**src/fifo_pkg.sv**
```systemverilog
// --------------------------------------------------------------------
// Shared sizes and storage port types for the synchronous FIFO
// Depth and width are fixed here and every module uses them directly
// Depth must be at least 2 so the address counters have real width
// --------------------------------------------------------------------

package fifo_pkg;

  // --------------------------------------------------------------------
  // Sizes
  // --------------------------------------------------------------------

  // Number of storage entries
  localparam int FIFO_DEPTH = 8;

  // Item width in bits
  localparam int DATA_WIDTH = 16;

  // Storage address, wide enough for FIFO_DEPTH entries
  localparam int ADDR_WIDTH = $clog2(FIFO_DEPTH);

  // Counts run from 0 up to FIFO_DEPTH inclusive
  localparam int COUNT_WIDTH = $clog2(FIFO_DEPTH + 1);

  // --------------------------------------------------------------------
  // Storage port types
  // --------------------------------------------------------------------

  // Write port, driven by the push controller
  typedef struct packed {
    logic                  valid;
    logic [ADDR_WIDTH-1:0] addr;
    logic [DATA_WIDTH-1:0] data;
  } ram_wr_t;

  // Read request, driven by the pop controller
  // Data comes back as a plain word in the same cycle
  typedef struct packed {
    logic                  valid;
    logic [ADDR_WIDTH-1:0] addr;
  } ram_rd_t;

endpackage : fifo_pkg

```
**src/fifo_push_ctrl.sv**
```systemverilog
// --------------------------------------------------------------------
// Push side of the FIFO with ready/valid flow control
// Bypass data is the raw push input and may change while not accepted
// Slot count and full flag update one edge after ram_push or ram_pop
// --------------------------------------------------------------------
`timescale 1ns/1ps

module fifo_push_ctrl import fifo_pkg::*; (
  input  logic                   clk,
  input  logic                   reset,

  // Producer side
  input  logic                   push_valid,
  input  logic [DATA_WIDTH-1:0]  push_data,
  output logic                   push_ready,

  // Bypass offer to the pop side
  input  logic                   bypass_ready,
  output logic                   bypass_valid,
  output logic [DATA_WIDTH-1:0]  bypass_data,

  // Storage write port
  output ram_wr_t                ram_wr,

  // Strobes between the controllers
  output logic                   ram_push,
  input  logic                   ram_pop,

  // Status
  output logic                   full,
  output logic [COUNT_WIDTH-1:0] slots
);

  // --------------------------------------------------------------------
  // Flow control
  // --------------------------------------------------------------------

  logic                   push;
  logic [ADDR_WIDTH-1:0]  wr_addr;
  logic [COUNT_WIDTH-1:0] slots_next;

  // Full flag is registered, so ready never depends on push_valid
  assign push_ready = !full;
  assign push       = push_valid && push_ready;

  // Offer every push to the pop side
  assign bypass_valid = push_valid;
  assign bypass_data  = push_data;

  // Only items the pop side did not take go into storage
  assign ram_push = push && !bypass_ready;

  // Storage write
  assign ram_wr.valid = ram_push;
  assign ram_wr.addr  = wr_addr;
  assign ram_wr.data  = push_data;

  // --------------------------------------------------------------------
  // Write address
  // --------------------------------------------------------------------

  // Wraps after the last entry
  always_ff @(posedge clk) begin
    if (reset) begin
      wr_addr <= '0;
    end else if (ram_push) begin
      if (wr_addr == ADDR_WIDTH'(FIFO_DEPTH - 1)) begin
        wr_addr <= '0;
      end else begin
        wr_addr <= wr_addr + 1'b1;
      end
    end
  end

  // --------------------------------------------------------------------
  // Free-slot count
  // --------------------------------------------------------------------

  always_comb begin
    slots_next = slots;
    // Push and pop together leave the count alone
    if (ram_push && !ram_pop) begin
      slots_next = slots - 1'b1;
    end else if (!ram_push && ram_pop) begin
      slots_next = slots + 1'b1;
    end
  end

  // Empty buffer on reset, every slot free
  always_ff @(posedge clk) begin
    if (reset) begin
      slots <= COUNT_WIDTH'(FIFO_DEPTH);
      full  <= 1'b0;
    end else if (ram_push || ram_pop) begin
      slots <= slots_next;
      full  <= (slots_next == '0);
    end
  end

endmodule : fifo_push_ctrl

```
**src/fifo_pop_ctrl.sv**
```systemverilog
// --------------------------------------------------------------------
// Pop side of the FIFO with ready/valid flow control
// While storage is empty the bypass item is shown on pop_data
// Storage read is combinational, so data is valid in the same cycle
// Item count and empty flag update one edge after ram_push or ram_pop
// --------------------------------------------------------------------
`timescale 1ns/1ps

module fifo_pop_ctrl import fifo_pkg::*; (
  input  logic                   clk,
  input  logic                   reset,

  // Consumer side
  input  logic                   pop_ready,
  output logic                   pop_valid,
  output logic [DATA_WIDTH-1:0]  pop_data,

  // Bypass offer from the push side
  input  logic                   bypass_valid,
  input  logic [DATA_WIDTH-1:0]  bypass_data,
  output logic                   bypass_ready,

  // Storage read port
  output ram_rd_t                ram_rd,
  input  logic [DATA_WIDTH-1:0]  rd_data,

  // Strobes between the controllers
  input  logic                   ram_push,
  output logic                   ram_pop,

  // Status
  output logic                   empty,
  output logic [COUNT_WIDTH-1:0] items
);

  // --------------------------------------------------------------------
  // Flow control
  // --------------------------------------------------------------------

  logic                   pop;
  logic [ADDR_WIDTH-1:0]  rd_addr;
  logic [COUNT_WIDTH-1:0] items_next;

  // Stored items first, otherwise whatever is being pushed right now
  assign pop_valid = !empty || bypass_valid;
  assign pop_data  = empty ? bypass_data : rd_data;
  assign pop       = pop_valid && pop_ready;

  // Take the push directly only when nothing is waiting in storage
  assign bypass_ready = empty && pop_ready;

  // A bypassed pop never touches storage
  assign ram_pop = pop && !empty;

  // Head of the queue is always being read while storage holds items
  assign ram_rd.valid = !empty;
  assign ram_rd.addr  = rd_addr;

  // --------------------------------------------------------------------
  // Read address
  // --------------------------------------------------------------------

  // Follows the write address around the same ring
  always_ff @(posedge clk) begin
    if (reset) begin
      rd_addr <= '0;
    end else if (ram_pop) begin
      if (rd_addr == ADDR_WIDTH'(FIFO_DEPTH - 1)) begin
        rd_addr <= '0;
      end else begin
        rd_addr <= rd_addr + 1'b1;
      end
    end
  end

  // --------------------------------------------------------------------
  // Stored-item count
  // --------------------------------------------------------------------

  always_comb begin
    items_next = items;
    // Simultaneous push and pop cancel out
    if (ram_push && !ram_pop) begin
      items_next = items + 1'b1;
    end else if (!ram_push && ram_pop) begin
      items_next = items - 1'b1;
    end
  end

  // Nothing stored after reset
  always_ff @(posedge clk) begin
    if (reset) begin
      items <= '0;
      empty <= 1'b1;
    end else if (ram_push || ram_pop) begin
      items <= items_next;
      empty <= (items_next == '0);
    end
  end

endmodule : fifo_pop_ctrl

```
**src/fifo_ram.sv**
```systemverilog
// --------------------------------------------------------------------
// FIFO storage array, one write port and one read port
// Writes land at the clock edge, reads are combinational
// Contents are not reset and hold garbage until written
// --------------------------------------------------------------------
`timescale 1ns/1ps

module fifo_ram import fifo_pkg::*; (
  input  logic                  clk,

  // Write port from the push controller
  input  ram_wr_t               ram_wr,

  // Read port from the pop controller
  input  ram_rd_t               ram_rd,
  output logic [DATA_WIDTH-1:0] rd_data
);

  // --------------------------------------------------------------------
  // Storage
  // --------------------------------------------------------------------

  logic [DATA_WIDTH-1:0] mem [FIFO_DEPTH];

  // Registered write
  always_ff @(posedge clk) begin
    if (ram_wr.valid) begin
      mem[ram_wr.addr] <= ram_wr.data;
    end
  end

  // --------------------------------------------------------------------
  // Read
  // --------------------------------------------------------------------

  // Idle read port returns zero instead of stale entries
  always_comb begin
    if (ram_rd.valid) begin
      rd_data = mem[ram_rd.addr];
    end else begin
      rd_data = '0;
    end
  end

endmodule : fifo_ram

```
**src/fifo_top.sv**
```systemverilog
// --------------------------------------------------------------------
// Synchronous FIFO top level, single clock domain
// Ready/valid on both sides, zero-latency bypass when empty
// push_ready comes from a register, pop_valid may follow push_valid
// --------------------------------------------------------------------
`timescale 1ns/1ps

module fifo_top import fifo_pkg::*; (
  input  logic                   clk,
  input  logic                   reset,

  // Producer side
  input  logic                   push_valid,
  input  logic [DATA_WIDTH-1:0]  push_data,
  output logic                   push_ready,

  // Consumer side
  output logic                   pop_valid,
  output logic [DATA_WIDTH-1:0]  pop_data,
  input  logic                   pop_ready,

  // Status
  output logic                   full,
  output logic                   empty,
  output logic [COUNT_WIDTH-1:0] slots,
  output logic [COUNT_WIDTH-1:0] items
);

  // --------------------------------------------------------------------
  // Internal wiring
  // --------------------------------------------------------------------

  // Storage ports
  ram_wr_t               ram_wr;
  ram_rd_t               ram_rd;
  logic [DATA_WIDTH-1:0] rd_data;

  // Controller strobes
  logic                  ram_push;
  logic                  ram_pop;

  // Bypass handshake
  logic                  bypass_valid;
  logic [DATA_WIDTH-1:0] bypass_data;
  logic                  bypass_ready;

  // --------------------------------------------------------------------
  // Instances
  // --------------------------------------------------------------------

  fifo_push_ctrl u_push_ctrl (
    .clk          (clk),
    .reset        (reset),
    .push_valid   (push_valid),
    .push_data    (push_data),
    .push_ready   (push_ready),
    .bypass_ready (bypass_ready),
    .bypass_valid (bypass_valid),
    .bypass_data  (bypass_data),
    .ram_wr       (ram_wr),
    .ram_push     (ram_push),
    .ram_pop      (ram_pop),
    .full         (full),
    .slots        (slots)
  );

  fifo_pop_ctrl u_pop_ctrl (
    .clk          (clk),
    .reset        (reset),
    .pop_ready    (pop_ready),
    .pop_valid    (pop_valid),
    .pop_data     (pop_data),
    .bypass_valid (bypass_valid),
    .bypass_data  (bypass_data),
    .bypass_ready (bypass_ready),
    .ram_rd       (ram_rd),
    .rd_data      (rd_data),
    .ram_push     (ram_push),
    .ram_pop      (ram_pop),
    .empty        (empty),
    .items        (items)
  );

  fifo_ram u_ram (
    .clk     (clk),
    .ram_wr  (ram_wr),
    .ram_rd  (ram_rd),
    .rd_data (rd_data)
  );

endmodule : fifo_top

```
**config.mk**
```make
export PLATFORM = sky130hd
export DESIGN_NAME = fifo_top
export DESIGN_NICKNAME = d
export VERILOG_FILES = /design/src/fifo_pkg.sv /design/src/fifo_push_ctrl.sv /design/src/fifo_pop_ctrl.sv /design/src/fifo_ram.sv /design/src/fifo_top.sv
export SDC_FILE = /design/constraint.sdc
export NUM_CORES = 1
export LEC_CHECK = 0
export BUFFER_PORTS_ARGS = -buffer_cell sky130_fd_sc_hd__buf_2
export CORE_MARGIN = 2
export CORE_UTILIZATION = 55
export CTS_CLUSTER_SIZE = 16
export DETAILED_ROUTE_END_ITERATION = 10
export PLACE_DENSITY = 0.74
export SLEW_MARGIN = 20
export SYNTH_ARGS = -nofsm -noshare
export SYNTH_HDL_FRONTEND = slang
export SYNTH_SLANG_ARGS = --single-unit
```
**constraint.sdc**
```tcl
create_clock -name clk -period 3.3 [get_ports clk]
set_input_delay 0.495 -clock clk [delete_from_list [all_inputs] [get_ports clk]]
set_output_delay 0.495 -clock clk [all_outputs]
set_load 0.05 [all_outputs]
```
# Yosys cells after proc, flatten, opt, wreduce, memory -nomap -nowiden
# Memories as Yosys holds them, arrays and structs flattened. A register that Yosys moved wholly into a read port is not among the register bits.
# Cells that the tools add are included.
# word_totals
regBits	16
mem_count	1
mem_bits_rw	128
inputBits	20
romBits	0
latchBits	0
word_cells	42
out_inout_bits	28
# memory_table
name	words	word_bits	read_ports	rd_ports_with_merged_regs	write_ports	line_no	source
u_ram.mem	8	16	1	1	1	fifo_ram.sv:23	logic [DATA_WIDTH-1:0] mem [FIFO_DEPTH];
# classes
n_addsub	6
n_div	0
n_bitwise	0
reduce_logical	16
n_eq_ne	2
order_cmp	0
mul	0
n_shift	0
mux	11
# op_table
op	n
2-to-1 mux 16 bit	1
2-to-1 mux 4 bit	4
2-to-1 mux 3 bit	4
adder 4 x 1 -> 4 bit (second input constant)	2
zero test 4 bit	2
subtractor 4 x 1 -> 4 bit (second input constant)	2
logical AND 1 bit	7
adder 3 x 1 -> 3 bit (second input constant)	2
equality test 3 bit (second input constant)	2
zero test 1 bit	5
logical OR 1 bit	2
2-to-1 mux 1 bit	2

# Depth between registers and ports, before layout
# logic_depth
depth_word	8
depth_mapped	7
mapped_depth_nobuf	5

# By module
# A second synthesis with hierarchy kept.
# unflattened
cells_unflattened	418
hier_area_um2	6530.0
# modules_own_cells
mod	instances	seq_area_each_um2	area_per_inst_um2	cells_each
fifo_ram	1	3843.7	5104.9	251
fifo_push_ctrl	1	160.2	739.5	91
fifo_pop_ctrl	1	160.2	685.7	76

# Worst setup path after synthesis
# No wires, ideal clock.
# synth_path
kind	register to register
startpoint	reg u_push_ctrl.full
endpoint	mem u_ram.mem[0][0] (enable)
slack_ns	0.298
synth_period_minus_slack_ns	3.002
path_buffers	0
arrival_time_ns	2.571
path_stages_with_launch	4
setup_ns	0.430
required_ns	2.870
path_cell_list	dfxtp_1 -> nor2b_1 -> nand2_1 -> nor4_1
# synth_via
elab_chain_cells	5
# synth_lines
element	line_no	source
from (decl)	fifo_push_ctrl.sv:30	output logic full,
from (signal assigned)	fifo_push_ctrl.sv:96	full <= (slots_next == '0);
zero test 1 bit	fifo_push_ctrl.sv:43	assign push_ready = !full;
logical AND 1 bit	fifo_push_ctrl.sv:44	assign push = push_valid && push_ready;
logical AND 1 bit	fifo_push_ctrl.sv:51	assign ram_push = push && !bypass_ready;
2-to-1 mux 1 bit	fifo_ram.sv:27	if (ram_wr.valid) begin
2-to-1 mux 1 bit (implied by the code)	fifo_ram.sv:28	mem[ram_wr.addr] <= ram_wr.data;
to (decl)	fifo_ram.sv:23	
# No other way between the ends.

==> impl_results.md <==
- Status: complete, no violations
- Top cells by area, synth: edfxtp_1 65%, mux4_2 12%, dfxtp_1 6.4%, mux2i_1 3.5%, ha_1 1.7%
- Slowest cell on the critical path: mux4_2
- Number of DRC violations after detailed-routing iteration 0: 224
- GP Congestion: 0.7708
- TritonCTS buffer count: 17
- Avg Cell Area, Syn: 17.68 um2
- Initial antenna violation count: 0
- I/O pins: 48
- Combinational power share: 8.5%
- CTS Sinks: 147
- Nets: 434
- Total wire length: 11020 um
- Area Growth Syn to Fin: 18.70%
- Post-CTS sizing: 0
- Clock Power Share: 44.1%
- Power Density: 626.3 nW/um2
- Leak: 2.438 nW
- Worst-path clk slew: 60 ps
- Die height: 107.9 um
- Worst Hold Endpoint: u_ram.mem[1][12]
- DIE AREA: 11650 um2
- CP Class: reg2out
- Syn Nets: 364
- Row count: 37
- FMAX: 0.3524 GHz
- Register area share after synthesis: 71.09%
- Drt wl/cell: 19.86 um
- Reg2Reg Capture Point: u_ram.mem[3][12]
- Slew Viols, Final: 0
- Crit start category: register
- Via count: 3184
- Die X: 107.9 um
- Antenna Cells: 0
- Top Family by Delay on Critical Path: multiplexers
- CP Data Required Time: 2800 ps
- Asr flop ratio synth: 0%
- Hold buffers post-CTS: 0
- Psw: 0.001009 W
- R2R Setup Slk: 1220 ps
- Setup Fix Bufs, Post-CTS: 0
- Max clock buf depth: 2
- Final setup vio count: 0
- Setup TNS: 0 ps
- Total core area: 10420 um2
- DRC errors left: 0
- Ys Warns: 0
- Syn Std Cell Area: 5942 um2
- Reg2reg start: u_pop_ctrl.empty
- Setup WS post-layout: 462.2 ps
- Synth area leader: edfxtp_1
- CP Capture Type: output port
- Worst VDD drop: 0.5112 mV
- Post-DP HPWL: 6562 um
- Pre-CTS WS: 980.1 ps
- CTS tree: yes
- Worst hold stages: 1
- GRT Total Usage: 20.71%
- Post-synth EDFFs: 128
- Distinct cells, synth: 35
- Final hold slack: 272.0 ps
- Pre-antenna DRT Iters: 4
- Global-route wire length before repair: 17200 um
- Clock Latency Late Sink: 510 ps
- Max-cap check violation count: 0
- Worst Hold Class: in2reg
- RSZ-0062 raised after global routing: no
- Initial Util: 57.05%
- Reg2Reg Depth: 6
- Post-route core utilization: 67.71%
- Overflow after GRT: 0
- Htree depth: 4
- Crit path time final: 2838 ps
- Via/cell ratio: 5.737
- Sequential power share: 47.3%
- Maximum number of pins on one net before global-route repair: 33
- Power Internal: 0.003408 W
- Hold Startpoint: push_data[12]
- Tcrit/Tclk final: 85.99%
- Post-Syn Instances: 336
- CP Cell Sequence: buf_12 -> mux4_2 -> mux2i_1 -> o21ai_0 -> buf_2
- Number of routed nets with antenna violations: 0
- Number of global-route vias before repair: 3198
- Layout cells sized above 1: 33.17%
- Top_reg_cell synth: edfxtp_1
- CP arrival: 2340 ps
- Rel. slew slack: 48.52%
- Clock tree root buffer cell: clkbuf_8
- Skew final: 6.585 ps
- Switching part of the total: 22.84%
- Number of synthesized register bits: 147
- Crit-path max FO: 26
- PortBufs: 47
- Worst-margin pin slew: 771.2 ps
- Final cell count without fillers: 555
- Yosys top cell area share: 64.69%
- Final hold vios: 0
- Fill count: 690
- Slowest cell delay on critical path: 550 ps
- Buf/Inv on CP: 2
- Dpl cells: 523
## registers in the layout, indices dropped and copies added (netlist names), named ones only
register / count
u_pop_ctrl.empty: 1
u_push_ctrl.full: 1
u_pop_ctrl.rd_addr: 3
u_pop_ctrl.items: 4
u_push_ctrl.wr_addr: 3
u_push_ctrl.slots: 4
u_ram.mem: 128
## worst reg2reg max path, delay by kind of cell, from the launching register on
| family | cells | cell delay, ps |
|---|---|---|
| flops | 1 | 820 |
| simple gates | 4 | 690 |
| buf+inv | 2 | 310 |
## cell type report
cell class              count  area, um2  share of cell area, %
inverters                   6      22.52                 0.3193
flip-flops and latches    147       4225                  59.91
clock inverters            14      186.4                  2.643
clock buffers              18      417.9                  5.925
multi-input cells         167       1633                  23.15
well taps                 136      170.2                  2.413
repair buffers             67      397.9                  5.641
## power by group through the flow
stage	Combinational, W	Clock [W]	Sequential, W
floorplan	0.000250	0	0.00215
global placement	0.000373	0	0.00213
detailed placement	0.000380	0	0.00213
CTS	0.000381	0.00197	0.00209
global route	0.000407	0.00204	0.00210
finish	0.000378	0.00195	0.00209
## cell usage in the layout, fill, tap and decap left out, types with 8 or more instances in the layout
cell type,n
clkbuf_16,16
edfxtp_1,128
ha_1,8
dfxtp_1,18
buf_2,47
nand2_1,23
nor2_1,19
mux4_2,32
mux2i_1,21
buf_4,19
o21ai_0,17
## worst max-delay path by stage
stage                     startpoint         endpoint  slack (ps)  cells after the start
floorplan           u_push_ctrl.full  u_ram.mem[0][0]         300                      3
global placement            register      pop_data[5]         980                      5
detailed placement          register      pop_data[5]         980                      5
CTS                         register      pop_data[5]         400                      5
global route                register      pop_data[9]         290                      5
finish                      register      pop_data[5]         460                      5
## through the flow
stage,power [W],cell area [um2]
detailed placement,0.002509,6449
finish,0.004417,7053
global route,0.004541,7053
global placement,0.002500,6449
floorplan,0.002402,5942
CTS,0.004442,7053
## per-layer routing
metal  GRT usage [%]  wire (um)  vias to the layer above
li1                -          -                     1467
met3           5.666        394                       13
met4           7.326        137                        0
met2           32.39       5470                       79
met5               0          0                        -
met1           28.46       5021                     1625
## synth_stat cells, drive strengths merged, types with 7 or more instances
master / number
mux4: 32
mux2i: 21
edfxtp: 128
o21ai: 17
ha: 8
nand2b: 7
dfxtp: 19
nor2: 19
nand2: 23
buf: 11
## cell families after synthesis
| kind of cell | share of synthesized area [%] |
|---|---|
| AO/OA/AOI/OAI | 3.390 |
| XOR/XNOR | 0.7370 |
| adder cells (fa/ha/maj) | 1.685 |
| buffers and inverters | 1.874 |
| flip-flops | 71.09 |
| multiplexers | 15.67 |
| AND/OR/NAND/NOR | 5.559 |
No activity file was read; power rests on OpenSTA's default activity.
